===== src/common/game_pkg.sv =====
package game_pkg;

    // Sound request from the game controller to the tone generator
    typedef enum logic [2:0] {
        snd_off  = 3'd0,  // Silence while LEDs follow the buttons
        snd_btn0 = 3'd1,
        snd_btn1 = 3'd2,
        snd_btn2 = 3'd3,
        snd_btn3 = 3'd4,
        snd_fail = 3'd5,  // Low buzz with all LEDs
        snd_win  = 3'd6   // High tone with all LEDs
    } sound_mode_e;

    // Longest sequence the game will ask for
    localparam int max_len = 31;

    // Nonzero start value of the sequence LFSR
    localparam logic [15:0] lfsr_seed = 16'hb5a3;

endpackage


===== src/common/panel_pkg.sv =====
package panel_pkg;

    // One display word read either as a score or as a picture
    typedef union packed {
        logic [4:0] score;           // Number view from 0 to 31
        struct packed {
            logic       blank;       // Nothing lit
            logic [3:0] bars;        // [1:0] ones digit, [3:2] tens digit
        } pic;
    } display_word_u;

    // Middle bar of the picture view
    localparam logic [6:0] seg_g = 7'b1000000;

    // Digit patterns with segment a in bit 0
    localparam logic [6:0] seg_digit [10] = '{
        7'b0111111,  // 0
        7'b0000110,  // 1
        7'b1011011,  // 2
        7'b1001111,  // 3
        7'b1100110,  // 4
        7'b1101101,  // 5
        7'b1111101,  // 6
        7'b0000111,  // 7
        7'b1111111,  // 8
        7'b1101111   // 9
    };

    // All four bars shown after a wrong button
    localparam display_word_u fail_picture = 5'b01111;

endpackage


===== src/buttons/button_debounce.sv =====
`timescale 1ns/1ps

module button_debounce #(
    parameter int DEBOUNCE_TICKS = 4
) (
    input  logic       clk,
    input  logic       rst_n,
    input  logic       tick,
    input  logic [3:0] raw_buttons,
    output logic [3:0] button_state,
    output logic       press_strobe,
    output logic [1:0] press_index
);

    localparam int CNT_W = $clog2(DEBOUNCE_TICKS + 1);

    logic [CNT_W-1:0] stable_cnt [4];  // Ticks the raw level has disagreed
    logic [3:0]       differ;
    logic [3:0]       settle;
    logic [3:0]       rise;

    assign differ = raw_buttons ^ button_state;

    always_comb begin
        for (int i = 0; i < 4; i++) begin
            settle[i] = differ[i] && (stable_cnt[i] == CNT_W'(DEBOUNCE_TICKS - 1));
        end
    end

    assign rise         = {4{tick}} & settle & raw_buttons;  // Only new presses
    assign press_strobe = |rise;

    // Lowest button wins a tie
    always_comb begin
        press_index = 2'd0;
        for (int i = 3; i >= 0; i--) begin
            if (rise[i]) press_index = 2'(i);
        end
    end

    always_ff @(posedge clk) begin
        if (!rst_n) begin
            button_state <= 4'b0000;
            for (int i = 0; i < 4; i++) stable_cnt[i] <= '0;
        end else if (tick) begin
            for (int i = 0; i < 4; i++) begin
                if (!differ[i]) begin
                    stable_cnt[i] <= '0;  // Bounce restarts the count
                end else if (settle[i]) begin
                    stable_cnt[i]   <= '0;
                    button_state[i] <= raw_buttons[i];
                end else begin
                    stable_cnt[i] <= stable_cnt[i] + 1'b1;
                end
            end
        end
    end

    a_strobe_on_tick: assert property (@(posedge clk) disable iff (!rst_n)
        press_strobe |=> $past(tick) && button_state[$past(press_index)]);

endmodule


===== src/game/game_fsm.sv =====
`timescale 1ns/1ps

module game_fsm (
    input  logic                     clk,
    input  logic                     rst_n,
    input  logic                     tick,
    input  logic                     press_strobe,
    input  logic [1:0]               press_index,
    input  logic                     busy,
    output game_pkg::sound_mode_e    sound_mode,
    output logic                     sound_start,
    output panel_pkg::display_word_u display_word,
    output logic                     graphical
);
    import game_pkg::*;
    import panel_pkg::*;

    localparam logic [2:0] st_idle   = 3'd0;
    localparam logic [2:0] st_play   = 3'd1;
    localparam logic [2:0] st_listen = 3'd2;
    localparam logic [2:0] st_win    = 3'd3;
    localparam logic [2:0] st_fail   = 3'd4;

    logic [2:0]  state;
    logic [15:0] lfsr;
    logic [15:0] lfsr_start;   // Replay point of the current game
    logic [4:0]  length;
    logic [4:0]  idx;          // Position in the sequence
    logic [4:0]  score;
    logic        tone_pending; // Tone requested and not yet finished
    logic        win_sent;
    logic [15:0] lfsr_next;
    logic [1:0]  expected;

    function automatic sound_mode_e btn_sound(input logic [1:0] btn);
        return sound_mode_e'(3'(btn) + 3'd1);
    endfunction

    assign lfsr_next = {lfsr[14:0], lfsr[15] ^ lfsr[13] ^ lfsr[12] ^ lfsr[10]};
    assign expected  = lfsr[1:0];

    always_ff @(posedge clk) begin
        sound_start <= 1'b0;
        if (!rst_n) begin
            state        <= st_idle;
            lfsr         <= lfsr_seed;
            lfsr_start   <= lfsr_seed;
            length       <= 5'd1;
            idx          <= 5'd0;
            score        <= 5'd0;
            tone_pending <= 1'b0;
            win_sent     <= 1'b0;
            sound_mode   <= snd_off;
        end else if (tone_pending) begin
            // busy only rises the clock after the start strobe
            if (!busy && !sound_start) tone_pending <= 1'b0;
        end else begin
            case (state)
                st_idle: begin
                    if (press_strobe) begin
                        lfsr_start <= lfsr;  // Free-running value seeds the game
                        length     <= 5'd1;
                        score      <= 5'd0;
                        idx        <= 5'd0;
                        state      <= st_play;
                    end else begin
                        lfsr <= lfsr_next;
                    end
                end
                st_play: begin
                    if (idx == length) begin
                        state <= st_listen;
                        idx   <= 5'd0;
                        lfsr  <= lfsr_start;
                    end else if (tick) begin  // Gap of up to one tick between tones
                        sound_mode   <= btn_sound(expected);
                        sound_start  <= 1'b1;
                        tone_pending <= 1'b1;
                        lfsr         <= lfsr_next;
                        idx          <= idx + 5'd1;
                    end
                end
                st_listen: begin
                    if (press_strobe) begin
                        sound_start  <= 1'b1;
                        tone_pending <= 1'b1;
                        if (press_index == expected) begin
                            sound_mode <= btn_sound(press_index);  // Echo the press
                            lfsr       <= lfsr_next;
                            idx        <= idx + 5'd1;
                            if (idx + 5'd1 == length) begin
                                state    <= st_win;
                                win_sent <= 1'b0;
                            end
                        end else begin
                            sound_mode <= snd_fail;
                            state      <= st_fail;
                        end
                    end
                end
                st_win: begin
                    if (!win_sent) begin
                        sound_mode   <= snd_win;
                        sound_start  <= 1'b1;
                        tone_pending <= 1'b1;
                        win_sent     <= 1'b1;
                        score        <= score + 5'd1;
                    end else if (length == 5'(max_len)) begin
                        state <= st_idle;  // Longest sequence done and score stays up
                    end else begin
                        length <= length + 5'd1;
                        idx    <= 5'd0;
                        lfsr   <= lfsr_start;
                        state  <= st_play;
                    end
                end
                st_fail: begin
                    if (press_strobe) begin
                        score <= 5'd0;
                        state <= st_idle;
                    end
                end
                default: state <= st_idle;
            endcase
        end
    end

    assign graphical = (state == st_fail);

    always_comb begin
        display_word.score = score;
        if (graphical) display_word = fail_picture;
    end

    a_no_start_when_busy: assert property (@(posedge clk) disable iff (!rst_n)
        sound_start |-> !busy);
    a_score_limit: assert property (@(posedge clk) disable iff (!rst_n)
        (state == st_win && !win_sent) |-> score < 5'(max_len));

endmodule


===== src/verilog/tone_gen.sv =====
`timescale 1ns/1ps

module tone_gen #(
    parameter int TONE_TICKS = 60
) (
    input  logic                  clk,
    input  logic                  rst_n,
    input  logic                  tick,
    input  game_pkg::sound_mode_e sound_mode,
    input  logic                  sound_start,
    input  logic [3:0]            button_state,
    output logic [3:0]            leds,
    output logic                  sound,
    output logic                  busy
);
    import game_pkg::*;

    localparam int CNT_W = $clog2(TONE_TICKS + 1);

    sound_mode_e      mode_q;       // Mode of the running tone
    sound_mode_e      idle_mode;
    sound_mode_e      active_mode;
    logic [CNT_W-1:0] tick_cnt;
    logic             half_phase;   // Slows the fail buzz

    always_comb begin
        if (button_state[0])      idle_mode = snd_btn0;
        else if (button_state[1]) idle_mode = snd_btn1;
        else if (button_state[2]) idle_mode = snd_btn2;
        else if (button_state[3]) idle_mode = snd_btn3;
        else                      idle_mode = snd_off;
    end

    assign active_mode = busy ? mode_q : idle_mode;

    always_comb begin
        case (active_mode)
            snd_btn0:          leds = 4'b0001;
            snd_btn1:          leds = 4'b0010;
            snd_btn2:          leds = 4'b0100;
            snd_btn3:          leds = 4'b1000;
            snd_fail, snd_win: leds = 4'b1111;
            default:           leds = 4'b0000;
        endcase
    end

    always_ff @(posedge clk) begin
        if (!rst_n) begin
            busy       <= 1'b0;
            tick_cnt   <= '0;
            mode_q     <= snd_off;
            sound      <= 1'b0;
            half_phase <= 1'b0;
        end else begin
            if (sound_start) begin
                busy     <= 1'b1;
                mode_q   <= sound_mode;
                tick_cnt <= '0;
            end else if (busy && tick) begin
                if (tick_cnt == CNT_W'(TONE_TICKS - 1)) begin
                    busy     <= 1'b0;  // Last tick of the tone
                    tick_cnt <= '0;
                end else begin
                    tick_cnt <= tick_cnt + 1'b1;
                end
            end
            if (active_mode == snd_off) begin
                sound      <= 1'b0;
                half_phase <= 1'b0;
            end else if (tick) begin
                half_phase <= ~half_phase;
                if (active_mode != snd_fail || half_phase) sound <= ~sound;
            end
        end
    end

    a_busy_ends_on_tick: assert property (@(posedge clk) disable iff (!rst_n)
        $fell(busy) |-> $past(tick));

endmodule


===== src/verilog/seven_seg_mux.sv =====
`timescale 1ns/1ps

module seven_seg_mux (
    input  logic                     clk,
    input  logic                     rst_n,
    input  logic                     tick,
    input  panel_pkg::display_word_u display_word,
    input  logic                     graphical,
    input  logic                     seg_invert,
    output logic [6:0]               segments,
    output logic [1:0]               digit_sel
);
    import panel_pkg::*;

    logic [3:0] tens;
    logic [3:0] ones;
    logic [6:0] tens_seg;
    logic [6:0] ones_seg;
    logic [1:0] sel_next;
    logic [6:0] seg_raw;

    always_comb begin
        tens     = 4'(display_word.score / 5'd10);
        ones     = 4'(display_word.score % 5'd10);
        tens_seg = seg_digit[tens];
        ones_seg = seg_digit[ones];
        if (graphical) begin
            // Either bar of a digit lights its middle segment
            tens_seg = (|display_word.pic.bars[3:2]) ? seg_g : 7'b0000000;
            ones_seg = (|display_word.pic.bars[1:0]) ? seg_g : 7'b0000000;
            if (display_word.pic.blank) begin
                tens_seg = 7'b0000000;
                ones_seg = 7'b0000000;
            end
        end
    end

    // Pattern is picked for the phase that the next clock shows
    assign sel_next = tick ? {digit_sel[0], digit_sel[1]} : digit_sel;
    assign seg_raw  = sel_next[1] ? tens_seg : ones_seg;

    always_ff @(posedge clk) begin
        if (!rst_n) begin
            digit_sel <= 2'b01;                         // Ones digit first
            segments  <= ones_seg ^ {7{seg_invert}};
        end else begin
            digit_sel <= sel_next;
            segments  <= seg_raw ^ {7{seg_invert}};     // Common anode boards need it
        end
    end

endmodule


===== src/verilog/simon_top.sv =====
`timescale 1ns/1ps

module simon_top #(
    parameter int TICK_DIV       = 250,
    parameter int DEBOUNCE_TICKS = 4,
    parameter int TONE_TICKS     = 60
) (
    input  logic [7:0] ui_in,
    output logic [7:0] uo_out,
    input  logic [7:0] uio_in,
    output logic [7:0] uio_out,
    output logic [7:0] uio_oe,
    input  logic       ena,
    input  logic       clk,
    input  logic       rst_n
);
    import game_pkg::*;
    import panel_pkg::*;

    localparam int DIV_W = $clog2(TICK_DIV + 1);

    logic [3:0]       raw_buttons;
    logic             seg_invert;
    logic             unused_inputs;
    logic [3:0]       leds;
    logic             sound;
    logic [1:0]       digit_sel;
    logic [6:0]       segments;
    logic [DIV_W-1:0] div_cnt;
    logic             tick;
    logic [3:0]       button_state;
    logic             press_strobe;
    logic [1:0]       press_index;
    sound_mode_e      sound_mode;
    logic             sound_start;
    logic             busy;
    display_word_u    display_word;
    logic             graphical;

    assign raw_buttons   = ui_in[3:0];
    assign seg_invert    = ui_in[4];
    assign unused_inputs = &{ena, ui_in[7:5], uio_in, 1'b0};  // Pins with no function

    assign uo_out  = {1'b0, digit_sel, sound, leds};
    assign uio_out = {1'b0, segments};
    assign uio_oe  = 8'hff;  // Every IO is an output

    // Slow tick for debounce, tones and display scan
    always_ff @(posedge clk) begin
        tick <= 1'b0;
        if (!rst_n) begin
            div_cnt <= '0;
        end else if (div_cnt == DIV_W'(TICK_DIV - 1)) begin
            div_cnt <= '0;
            tick    <= 1'b1;
        end else begin
            div_cnt <= div_cnt + 1'b1;
        end
    end

    button_debounce #(.DEBOUNCE_TICKS(DEBOUNCE_TICKS)) u_debounce (
        .clk(clk), .rst_n(rst_n), .tick(tick), .raw_buttons(raw_buttons),
        .button_state(button_state), .press_strobe(press_strobe), .press_index(press_index)
    );

    game_fsm u_game (
        .clk(clk), .rst_n(rst_n), .tick(tick), .press_strobe(press_strobe),
        .press_index(press_index), .busy(busy), .sound_mode(sound_mode),
        .sound_start(sound_start), .display_word(display_word), .graphical(graphical)
    );

    tone_gen #(.TONE_TICKS(TONE_TICKS)) u_tone (
        .clk(clk), .rst_n(rst_n), .tick(tick), .sound_mode(sound_mode),
        .sound_start(sound_start), .button_state(button_state), .leds(leds),
        .sound(sound), .busy(busy)
    );

    seven_seg_mux u_display (
        .clk(clk), .rst_n(rst_n), .tick(tick), .display_word(display_word),
        .graphical(graphical), .seg_invert(seg_invert), .segments(segments),
        .digit_sel(digit_sel)
    );

endmodule


===== config.mk =====
export PLATFORM = sky130hd
export DESIGN_NAME = simon_top
export DESIGN_NICKNAME = d
export VERILOG_FILES = /design/src/common/game_pkg.sv /design/src/common/panel_pkg.sv /design/src/buttons/button_debounce.sv /design/src/game/game_fsm.sv /design/src/verilog/tone_gen.sv /design/src/verilog/seven_seg_mux.sv /design/src/verilog/simon_top.sv
export SDC_FILE = /design/constraint.sdc
export NUM_CORES = 1
export LEC_CHECK = 0
export CAP_MARGIN = 0
export CORE_ASPECT_RATIO = 1.4
export CORE_MARGIN = 2
export CORE_UTILIZATION = 40
export DETAILED_ROUTE_END_ITERATION = 10
export DONT_BUFFER_PORTS = 1
export PLACE_DENSITY = 0.55
export SLEW_MARGIN = 20
export SYNTH_ARGS = -nofsm -noshare
export SYNTH_HDL_FRONTEND = slang
export SYNTH_SLANG_ARGS = --single-unit

===== constraint.sdc =====
create_clock -name clk -period 4.5 [get_ports clk]
set_input_delay 0.9 -clock clk [delete_from_list [all_inputs] [get_ports clk]]
set_output_delay 0.9 -clock clk [all_outputs]
set_load 0.02 [all_outputs]

==> impl_metrics.yaml, run 1 <==
status:
  status: "completed"
synthesis:
  avgSynthCellArea_um2: 8.562
  yosysTopAreaCellShare_pct: 31.79
  yosys.area.top_type: "dfxtp_1"
  synth_edf_count: 12
  ys_ff_latch: 102
  yosysSeqAreaShare_pct: 38.15
  ys_async_sr_fraction_pct: 0
  yosysWarnings: 0
  synthDistinctLibCells: 78
  syn_area_mm2: 0.005668
  synth.area.top_cells: "dfxtp_1 (32%), edfxtp_1 (6.4%), nand2_1 (6.0%)"
  ys_top_cells_by_count: "dfxtp_1 (90), nand2_1 (90), nor2_1 (71)"
  syn_inst: 662
  synth_flop_cell: "dfxtp_1"
floorplanning:
  die_h_um: 144.8
  ioPinCount: 43
  placementRows: 51
  start_util_pct: 40.74
  die_w_um: 104.6
  die_area_mm2: 0.01515
  coreArea_mm2: 0.01391
finish:
  finalNonFillerCells: 833
  layout.nets: 686
  n_antenna_cell: 0
  drive_above_1_share_pct: 7.716
  finish.utilization_pct: 43.54
  fillers: 1408
  area_delta_synth_final_pct: 6.865
  multiInputGateArea_mm2: 0.003189
  final-seq-area_mm2: 0.002162
critical_path:
  end_kind: "flip-flop"
  critical-path-max-stage-delay_ps: 710
  timing.rr.end: "u_display.segments[0]$_DFF_P_"
  critPathKind: "reg2reg"
  path_cells: "nor3b_4 -> or2_2 -> ha_1 -> o21ai_4 -> xor2_2 -> and2_2 -> ha_1 -> inv_1 -> nand2_1 -> a21boi_2 -> a2111oi_4 -> xnor2_1 -> a21oi_1 -> or3b_1"
  cp.arrival_ps: 4100
  endpoint: "u_display.segments[0]$_DFF_P_"
  r2r_start: "u_game.state[1]$_SDFFE_PN0P_"
  required_ps: 4730
  crit_cells: 14
  timing.reg2reg.setup_slack_ps: 630
  start_kind: "flip-flop"
  crit_buf_inv: 1
  crit_path_start: "u_game.state[1]$_SDFFE_PN0P_"
  critPathSlowestCell: "dfxtp_1"
  path_max_fanout: 16
  crit_family: "simple AND/OR/NAND/NOR gates"
  cpMostUsedCell: "ha_1"
  worstRegToRegCells: 14
place:
  finalWeightedCongestion: 0.9011
  hpwl_mm: 8.322
  dp_cells: 818
  port_buffers: 0
sta:
  setup_viol: 0
  rsz0062_at_grt: "no"
  maxSlewViolCount: 0
  post-route-min-period_ps: 3869
  fin_crit_sh_pct: 85.98
  hold_viol: 0
  final.setup_skew_ps: 7.755
  fin_tns_setup_ps: 0
  fmax_ghz: 0.2585
  slew_headroom_pct: 42.29
  tightest_slew_ps: 858.3
clock_network:
  clock-sinks: 102
  post_cts_buffers: 0
  cts_made_buffers: 9
  cts-root-buf: "clkbuf_16"
  hold_buffers: 0
  postCtsResizedCells: 0
  cts_tree: "yes"
  cts.clk_slew.worst_paths_ps: 70
  clockBufferDepth: 2
  cts_htree_levels: 3
  clk_latency_ps: 350
route:
  antenna_left: 0
  drc: 0
  avgRoutedWirePerCell_um: 14.26
  drt_iter0_drc: 270
  routed_wl_mm: 11.88
  vias_per_cell: 5.439
  first_pass_iters: 5
  routed-via-count: 4531
flow_run:
  cap_violations: 0
grt:
  antenna_found_initial: 0
  grt.overflow.total: 0
  grt_pass1_wl_mm: 20.20
  grt_usage_pct: 16.19
  grt_pass1_vias: 4344
  grt_max_degree: 35
pwr:
  p_clk_share_pct: 45.8
  p_leak_uw: 0.002420
  powerDensity_mw_per_mm2: 322.8
  pwr-share-seq_pct: 49.6
  peakVddDrop_v: 0.0001858
  p_int_uw: 1528
  netSwitchingFraction_pct: 21.85
  switchingPower_uw: 427.2
  power_frac_comb_pct: 4.6
min_path:
  holdCritPathClass: "reg2reg"
## stage by stage
| step | total power, uW | cell area (um2) | worst slack, ps | hold WS (ps) |
|---|---|---|---|---|
| global route | 2029 | 6057 | 325.0 | 490.5 |
| global placement | 1077 | 5714 | 737.2 | 441.5 |
| floorplan | 1075 | 5698 | 891.3 | 433.7 |
| detailed placement | 1081 | 5714 | 645.1 | 446.1 |
| CTS | 1980 | 6057 | 629.6 | 456.4 |
| finish | 1955 | 6057 | 630.9 | 454.8 |
## final cells by class
| cell class | instances | share of cell area (%) |
|---|---|---|
| Timing Repair Buffer | 6 | 0.7436 |
| Multi-Input combinational cell | 502 | 52.65 |
| Clock inverter | 6 | 1.942 |
| Sequential cell | 102 | 35.70 |
| Inverter | 23 | 1.425 |
| Tap cell | 185 | 3.822 |
| Clock buffer | 9 | 3.718 |
## power groups by stage
stage	clock network [uW]	registers, uW	logic [uW]
2_1_floorplan	0	982	93.7
3_3_place_gp	0	989	87.7
3_5_place_dp	0	990	90.3
4_1_cts	920	969	90.9
5_1_grt	951	973	104
6_report	896	969	90.0
## layout by cell type, fill, tap and decap left out, types with 5 or more instances in the layout
cell and instances:
nand4b_1 5, nand3_1 26, o211ai_1 14, clkbuf_16 9, ha_1 23, a21oi_1 45
nand2b_1 10, or2_2 5, xnor2_1 19, conb_1 10, a31oi_1 6, xor2_1 14
o21ai_0 17, nor2_1 71, buf_4 6, a211oi_1 8, dfxtp_1 90, edfxtp_1 12
or3_1 12, nor3_1 15, nand2_1 90, nand4_1 6, inv_1 22, mux2i_1 25
## cell families (layout without fill, tap and decap cells)
group                      count (synthesis)  in the layout  share of synthesized area (%)
xor gates and xnor gates                  34             34                          5.386
adders and majority gates                 23             23                          5.077
and+or+nand+nor                          274            274                          23.60
AOI/OAI and AO/OA                        135            135                          16.93
muxes                                     26             26                          4.614
buffers and inverters                     66             44                          6.115
DFF                                      102            102                          38.15
other                                      2             10                         0.1325
## worst min-delay path: stages, from the launching register on
cell     delay [ps]
dfxtp_1         310
nand2_1          50
a21oi_1          50
## registers in the layout (all words and copies together) (netlist names), 2 cells and up
| signal | cells |
|---|---|
| u_display.digit_sel | 2 |
| u_debounce.button_state | 4 |
| u_game.score | 5 |
| u_display.segments | 7 |
| u_game.state | 3 |
| u_tone.tick_cnt | 6 |
| u_game.lfsr_start | 16 |
| u_debounce.stable_cnt | 12 |
| u_game.length | 5 |
| u_game.sound_mode | 3 |
| u_game.idx | 5 |
| div_cnt | 8 |
| u_game.lfsr | 16 |
| u_tone.mode_q | 3 |
## layer usage
layer | part of all wire (%) | global-route usage (%)
met5 | 0 | 0
met3 | 3.5 | 2.553
met2 | 51 | 30.03
met1 | 43 | 18.45
met4 | 1.7 | 6.947
## worst min path at each step
| stage | cells after the start | to | slack, ps | start |
|---|---|---|---|---|
| floorplan | 1 | div_cnt[0]$_SDFF_PP0_ | 430 | div_cnt[0]$_SDFF_PP0_ |
| global route | 2 | u_game.lfsr_start[2]$_SDFFE_PN0P_ | 490 | u_game.lfsr_start[2]$_SDFFE_PN0P_ |
| detailed placement | 2 | u_game.lfsr_start[2]$_SDFFE_PN0P_ | 450 | u_game.lfsr_start[2]$_SDFFE_PN0P_ |
| CTS | 2 | u_game.lfsr_start[2]$_SDFFE_PN0P_ | 460 | u_game.lfsr_start[2]$_SDFFE_PN0P_ |
| finish | 2 | u_game.lfsr_start[2]$_SDFFE_PN0P_ | 450 | u_game.lfsr_start[2]$_SDFFE_PN0P_ |
| global placement | 2 | u_game.lfsr_start[11]$_SDFFE_PN0P_ | 440 | u_game.lfsr_start[11]$_SDFFE_PN0P_ |
Note: power is estimated with default switching activity, not from simulation.
==> run 2: changes to the inputs <==
--- a/config.mk
+++ b/config.mk
@@ -6,12 +6,14 @@
 export NUM_CORES = 1
 export LEC_CHECK = 0
 export CAP_MARGIN = 0
+export CELL_PAD_IN_SITES_DETAIL_PLACEMENT = 2
+export CELL_PAD_IN_SITES_GLOBAL_PLACEMENT = 2
 export CORE_ASPECT_RATIO = 1.4
 export CORE_MARGIN = 2
-export CORE_UTILIZATION = 40
+export CORE_UTILIZATION = 39
 export DETAILED_ROUTE_END_ITERATION = 10
 export DONT_BUFFER_PORTS = 1
-export PLACE_DENSITY = 0.55
+export PLACE_DENSITY = 0.8
 export SLEW_MARGIN = 20
 export SYNTH_ARGS = -nofsm -noshare
 export SYNTH_HDL_FRONTEND = slang
==> run 2 against run 1 <==
  * Critical path depth unchanged
  * Non-clock buffer count rose by 1
  * Combinational power increased by 6.8%
  * Global-route usage grew 5.9 points
  * Cell count grew 0.72%
  * Cell area shrank 0.10%
  * Worst hold slack better by 6.4 ps
  * Sequential share of layout area barely moved
  * Register-to-register slack got worse by 80 ps
  * Clock power shrank 3.0%
  * Die area rose by 2.5%
  * Critical path type unchanged
  * Critical endpoint unchanged
==> impl_metrics.yaml, run 2 (synthesis gave the netlist of run 1 again) <==
grt:
  grt_pass1_vias: 5511
  grt_usage_pct: 22.13
  antenna_found_initial: 0
  grt_max_degree: 35
  grt_pass1_wl_mm: 27.60
  grt.overflow.total: 0
critical_path:
  critPathKind: "reg2reg"
  start_kind: "flip-flop"
  cp.arrival_ps: 4180
  path_cells: "nor3b_4 -> nor2_1 -> ha_1 -> o21ai_4 -> xor2_2 -> and2_2 -> ha_1 -> inv_1 -> nand2_1 -> a21boi_2 -> a2111oi_4 -> xnor2_1 -> a21oi_1 -> or3b_1"
  required_ps: 4740
  critPathSlowestCell: "dfxtp_1"
  end_kind: "flip-flop"
  critical-path-max-stage-delay_ps: 630
  cpMostUsedCell: "ha_1"
  path_max_fanout: 15
sta:
  holdWs_ps: 461.3
  slew_headroom_pct: 37.11
  fin_tns_setup_ps: 0
  rsz0062_at_grt: "no"
  maxSlewViolCount: 0
  fmax_ghz: 0.2535
  tightest_slew_ps: 942.3
  post-route-min-period_ps: 3945
  setup_viol: 0
  fin_crit_sh_pct: 87.66
  final.setup_skew_ps: 7.779
  hold_viol: 0
place:
  port_buffers: 0
  finalWeightedCongestion: 0.7896
  hpwl_mm: 11.54
clock_network:
  clockBufferDepth: 2
  cts.clk_slew.worst_paths_ps: 70
  cts_tree: "yes"
  clock-sinks: 102
  clk_latency_ps: 360
  hold_buffers: 0
  post_cts_buffers: 0
  cts-root-buf: "clkbuf_16"
  postCtsResizedCells: 0
  cts_made_buffers: 9
  cts_htree_levels: 3
floorplanning:
  ioPinCount: 43
  start_util_pct: 39.60
  placementRows: 52
  die_area_mm2: 0.01553
  die_w_um: 105.9
  die_h_um: 146.6
  coreArea_mm2: 0.01431
pwr:
  p_leak_uw: 0.002418
  powerDensity_mw_per_mm2: 320.0
  peakVddDrop_v: 0.0001549
flow_run:
  cap_violations: 0
route:
  drt_iter0_drc: 144
  vias_per_cell: 5.629
  drc: 0
  routed_wl_mm: 16.34
  antenna_left: 0
  avgRoutedWirePerCell_um: 19.48
  first_pass_iters: 4
  routed-via-count: 4723
finish:
  n_antenna_cell: 0
  layout_common_cells: "nand2_1 (90), dfxtp_1 (90), nor2_1 (71)"
  top_regs: "u_game.lfsr (16), u_game.lfsr_start (16), u_debounce.stable_cnt (12)"
  layout.nets: 687
  area_delta_synth_final_pct: 6.755
  drive_above_1_share_pct: 7.846
status:
  status: "completed"
min_path:
  holdCritPathClass: "reg2reg"
## run 2: changes by cell type in the layout (fill, tap and decap cells not counted)
cell	before	now
clkinv_2	0	1
buf_4	6	7
clkbuf_1	0	1
inv_8	1	2
bufinv_16	3	2
inv_6	1	0
## run 2: stage by stage
stage / total power, uW / instance area, um2 / worst slack [ps] / cells / util, %
after detailed placement: 1089 / 5727 / 569.2 / 823 / 40.01
after floorplan: 1075 / 5698 / 891.3 / 670 / -
after global placement: 1080 / 5727 / 757.6 / 823 / 40.01
after global routing: 2010 / 6051 / 333.2 / 839 / 42.27
after CTS: 1957 / 6051 / 546.5 / 839 / 42.27
final: 1936 / 6051 / 555.4 / 839 / 42.27
## run 2: worst max-delay path: cells and delay by family (launching register included)
kind            cells  cell delay, ps
compound gates      4             990
flops               1             630
xor+xnor            2             350
buf+inv             1             110
fa+ha+maj           2             620
simple gates        5            1130
## run 2: metal layers
layer	vias up	GRT usage, %	part of all wire (%)	routed length (um)
met1	2371	23.17	40	6526
met3	28	3.214	1.9	316
met5	-	0	0	0
li1	2275	-	-	-
met4	0	8.816	2.4	398
met2	49	43.32	56	9098
## run 2: layout make-up
type / instances / area (um2)
fill: 1624 / 8263
clock buffer: 10 / 229.0
clock inverter: 6 / 95.09
inverter: 23 / 86.33
sequential: 102 / 2162
timing repair buffer: 7 / 52.55
tap: 189 / 236.5
multi-input combinational: 502 / 3189
## run 2: where the power goes
group	switching [uW]	internal (uW)	total (uW)	leakage [uW]
registers	27.8	943	971	0.000852
logic	56.8	39.3	96.1	0.00141
clock network	374	495	869	0.000157
total	459	1480	1940	0.00242
## run 2: path summary, 6_finish.rpt
| check | to | startpoint | cells after the start | slack, ps |
|---|---|---|---|---|
| min reg2reg | u_game.lfsr_start[9]$_SDFFE_PN0P_ | u_game.lfsr_start[9]$_SDFFE_PN0P_ | 2 | 460 |
| min | u_game.lfsr_start[9]$_SDFFE_PN0P_ | u_game.lfsr_start[9]$_SDFFE_PN0P_ | 2 | 460 |
| max reg2reg | u_display.segments[0]$_DFF_P_ | u_game.state[2]$_SDFFE_PN0P_ | 14 | 560 |
| max | u_display.segments[0]$_DFF_P_ | u_game.state[2]$_SDFFE_PN0P_ | 14 | 560 |
==> run 3: changes to the inputs <==
--- a/config.mk
+++ b/config.mk
@@ -14,6 +14,7 @@
 export DETAILED_ROUTE_END_ITERATION = 10
 export DONT_BUFFER_PORTS = 1
 export PLACE_DENSITY = 0.8
+export SETUP_SLACK_MARGIN = 0.3
 export SLEW_MARGIN = 20
 export SYNTH_ARGS = -nofsm -noshare
 export SYNTH_HDL_FRONTEND = slang
==> constraint.sdc (replaced) <==
create_clock -name clk -period 4.1 [get_ports clk]
set_input_delay 0.82 -clock clk [delete_from_list [all_inputs] [get_ports clk]]
set_output_delay 0.82 -clock clk [all_outputs]
set_load 0.02 [all_outputs]
==> run 3 against run 2 <==
  * Cell count rose by 0.24%
  * Sequential share of layout area barely moved
  * Critical path depth rose by 2
  * Clock power barely moved
  * First-iteration DRC count fell by 21%
  * Die area did not move
  * Global-route usage fell by 1.0 points
  * Critical endpoint is now u_display.segments[3]$_DFF_P_
  * Largest cell class unchanged
  * Largest power group unchanged
==> impl_metrics.yaml, run 3 (synthesis gave the netlist of run 1 again) <==
critical_path:
  crit_buf_inv: 0
  cp.arrival_ps: 3810
  path_max_fanout: 4
  crit_path_start: "u_game.state[2]$_SDFFE_PN0P_"
  crit_family: "simple AND/OR/NAND/NOR gates"
  timing.reg2reg.setup_slack_ps: 540
  r2r_start: "u_game.state[2]$_SDFFE_PN0P_"
  end_kind: "flip-flop"
  critPathSlowestCell: "dfxtp_1"
  critPathKind: "reg2reg"
  cpMostUsedCell: "ha_1"
  start_kind: "flip-flop"
  critical-path-max-stage-delay_ps: 320
  path_cells: "nor3b_4 -> or2_2 -> ha_1 -> o21ai_4 -> xor2_2 -> and2_2 -> ha_1 -> a21oi_2 -> a21o_2 -> nand2_1 -> xnor2_1 -> nor2_1 -> ha_1 -> nor2_1 -> o21ai_0 -> a211o_1"
  required_ps: 4340
flow_run:
  cap_violations: 0
place:
  hpwl_mm: 11.43
  finalWeightedCongestion: 0.8116
  dp_cells: 825
  post-place-ws_ps: 531.8
  port_buffers: 0
clock_network:
  cts.clk_slew.worst_paths_ps: 80
  clock-sinks: 102
  cts-root-buf: "clkbuf_16"
  post_cts_buffers: 0
  clockBufferDepth: 2
  cts_made_buffers: 9
  cts_tree: "yes"
  cts_htree_levels: 3
  clk_latency_ps: 360
sta:
  fin_tns_setup_ps: 0
  hold_viol: 0
  fin_crit_sh_pct: 86.94
  tightest_slew_ps: 1047
  setup_viol: 0
  maxSlewViolCount: 0
  rsz0062_at_grt: "no"
  slew_headroom_pct: 30.12
  worst_slack_ps: 535.3
  final.setup_skew_ps: 15.43
  post-route-min-period_ps: 3565
  fmax_ghz: 0.2805
route:
  drc: 0
  routed_wl_mm: 15.60
  antenna_left: 0
  routed-via-count: 4737
  avgRoutedWirePerCell_um: 18.55
  drt_iter0_drc: 114
  vias_per_cell: 5.633
  first_pass_iters: 4
finish:
  layout_common_cells: "nand2_1 (90), dfxtp_1 (89), nor2_1 (71)"
  n_antenna_cell: 0
  finish.utilization_pct: 42.27
  top_regs: "u_game.lfsr (16), u_game.lfsr_start (16), u_debounce.stable_cnt (12)"
  drive_above_1_share_pct: 8.589
  finalNonFillerCells: 841
  layout.nets: 689
  final_common_cell: "nand2_1"
  area_delta_synth_final_pct: 6.755
floorplanning:
  die_w_um: 105.9
  coreArea_mm2: 0.01431
  placementRows: 52
  die_area_mm2: 0.01553
  ioPinCount: 43
  start_util_pct: 39.60
  die_h_um: 146.6
pwr:
  powerDensity_mw_per_mm2: 337.9
  switchingPower_uw: 534.9
  netSwitchingFraction_pct: 26.16
  p_int_uw: 1510
  power_frac_comb_pct: 5.2
  p_leak_uw: 0.002420
  pwr-share-seq_pct: 52.1
  peakVddDrop_v: 0.0002360
  p_clk_share_pct: 42.7
grt:
  grt_pass1_vias: 5342
  grt_pass1_wl_mm: 26.51
  grt_max_degree: 35
  antenna_found_initial: 0
  grt.overflow.total: 0
  grt_usage_pct: 21.09
min_path:
  holdCritPathClass: "reg2reg"
  hold_start: "u_game.lfsr_start[6]$_SDFFE_PN0P_"
status:
  status: "completed"
-- run 3: cell types whose count changed in the layout (fill, tap and decap cells not counted), sizes merged --
cell    previous run  this run
inv               25        27
clkbuf            10         9
buf                7         9
clkinv             1         2
bufinv             2         0
-- run 3: final cells by class --
cell class / count / area [um2]
clock buffer: 9 / 225.2
clock inverter: 7 / 75.07
fill: 1611 / 8263
inverter: 23 / 86.33
multi-input combinational: 502 / 3197
sequential: 102 / 2163
tap: 189 / 236.5
timing repair buffer: 9 / 67.56
-- run 3: repair_timing --
item | 4_1_cts | 5_1_grt
hold buffers | 0 | 0
setup endpoints to repair | 0 | 2
resized for setup | 0 | 2
-- run 3: tightest hold or removal path, stage by stage (launching register included) --
cell     delay [ps]
dfxtp_1         310
nand2_1          50
a21oi_1          60
-- run 3: power by group through the flow --
stage	combinational (uW)	clock, uW	sequential (uW)
after global routing	122	931	1070
after global placement	98.5	0	1090
after CTS	108	896	1070
after detailed placement	107	0	1090
final	106	872	1070
after floorplan	103	0	1080
-- run 3: worst paths after layout --
path | endpoint | depth (start not counted)
worst max-delay path | u_display.segments[3]$_DFF_P_ | 16
worst min-delay path | u_game.lfsr_start[6]$_SDFFE_PN0P_ | 2
worst max register to register | u_display.segments[3]$_DFF_P_ | 16
worst min register to register | u_game.lfsr_start[6]$_SDFFE_PN0P_ | 2
-- run 3: stage by stage --
step	area, um2	hold WS (ps)	power, uW
after floorplan	5698	433.7	1180
after global placement	5742	442.9	1185
after detailed placement	5742	458.2	1196
after CTS	6042	468.1	2070
after global routing	6051	487.8	2124
final	6051	462.8	2045
-- run 3: routing by layer --
metal  GRT usage, %  wire length [um]  part of all wire (%)  vias up
met4          6.447               257                   1.6        0
met5              0                 0                     0        -
met1          21.95              6178                    40     2392
met2          42.03              8837                    57       47
met3          3.571               329                   2.1       19
li1               -                 -                     -     2279
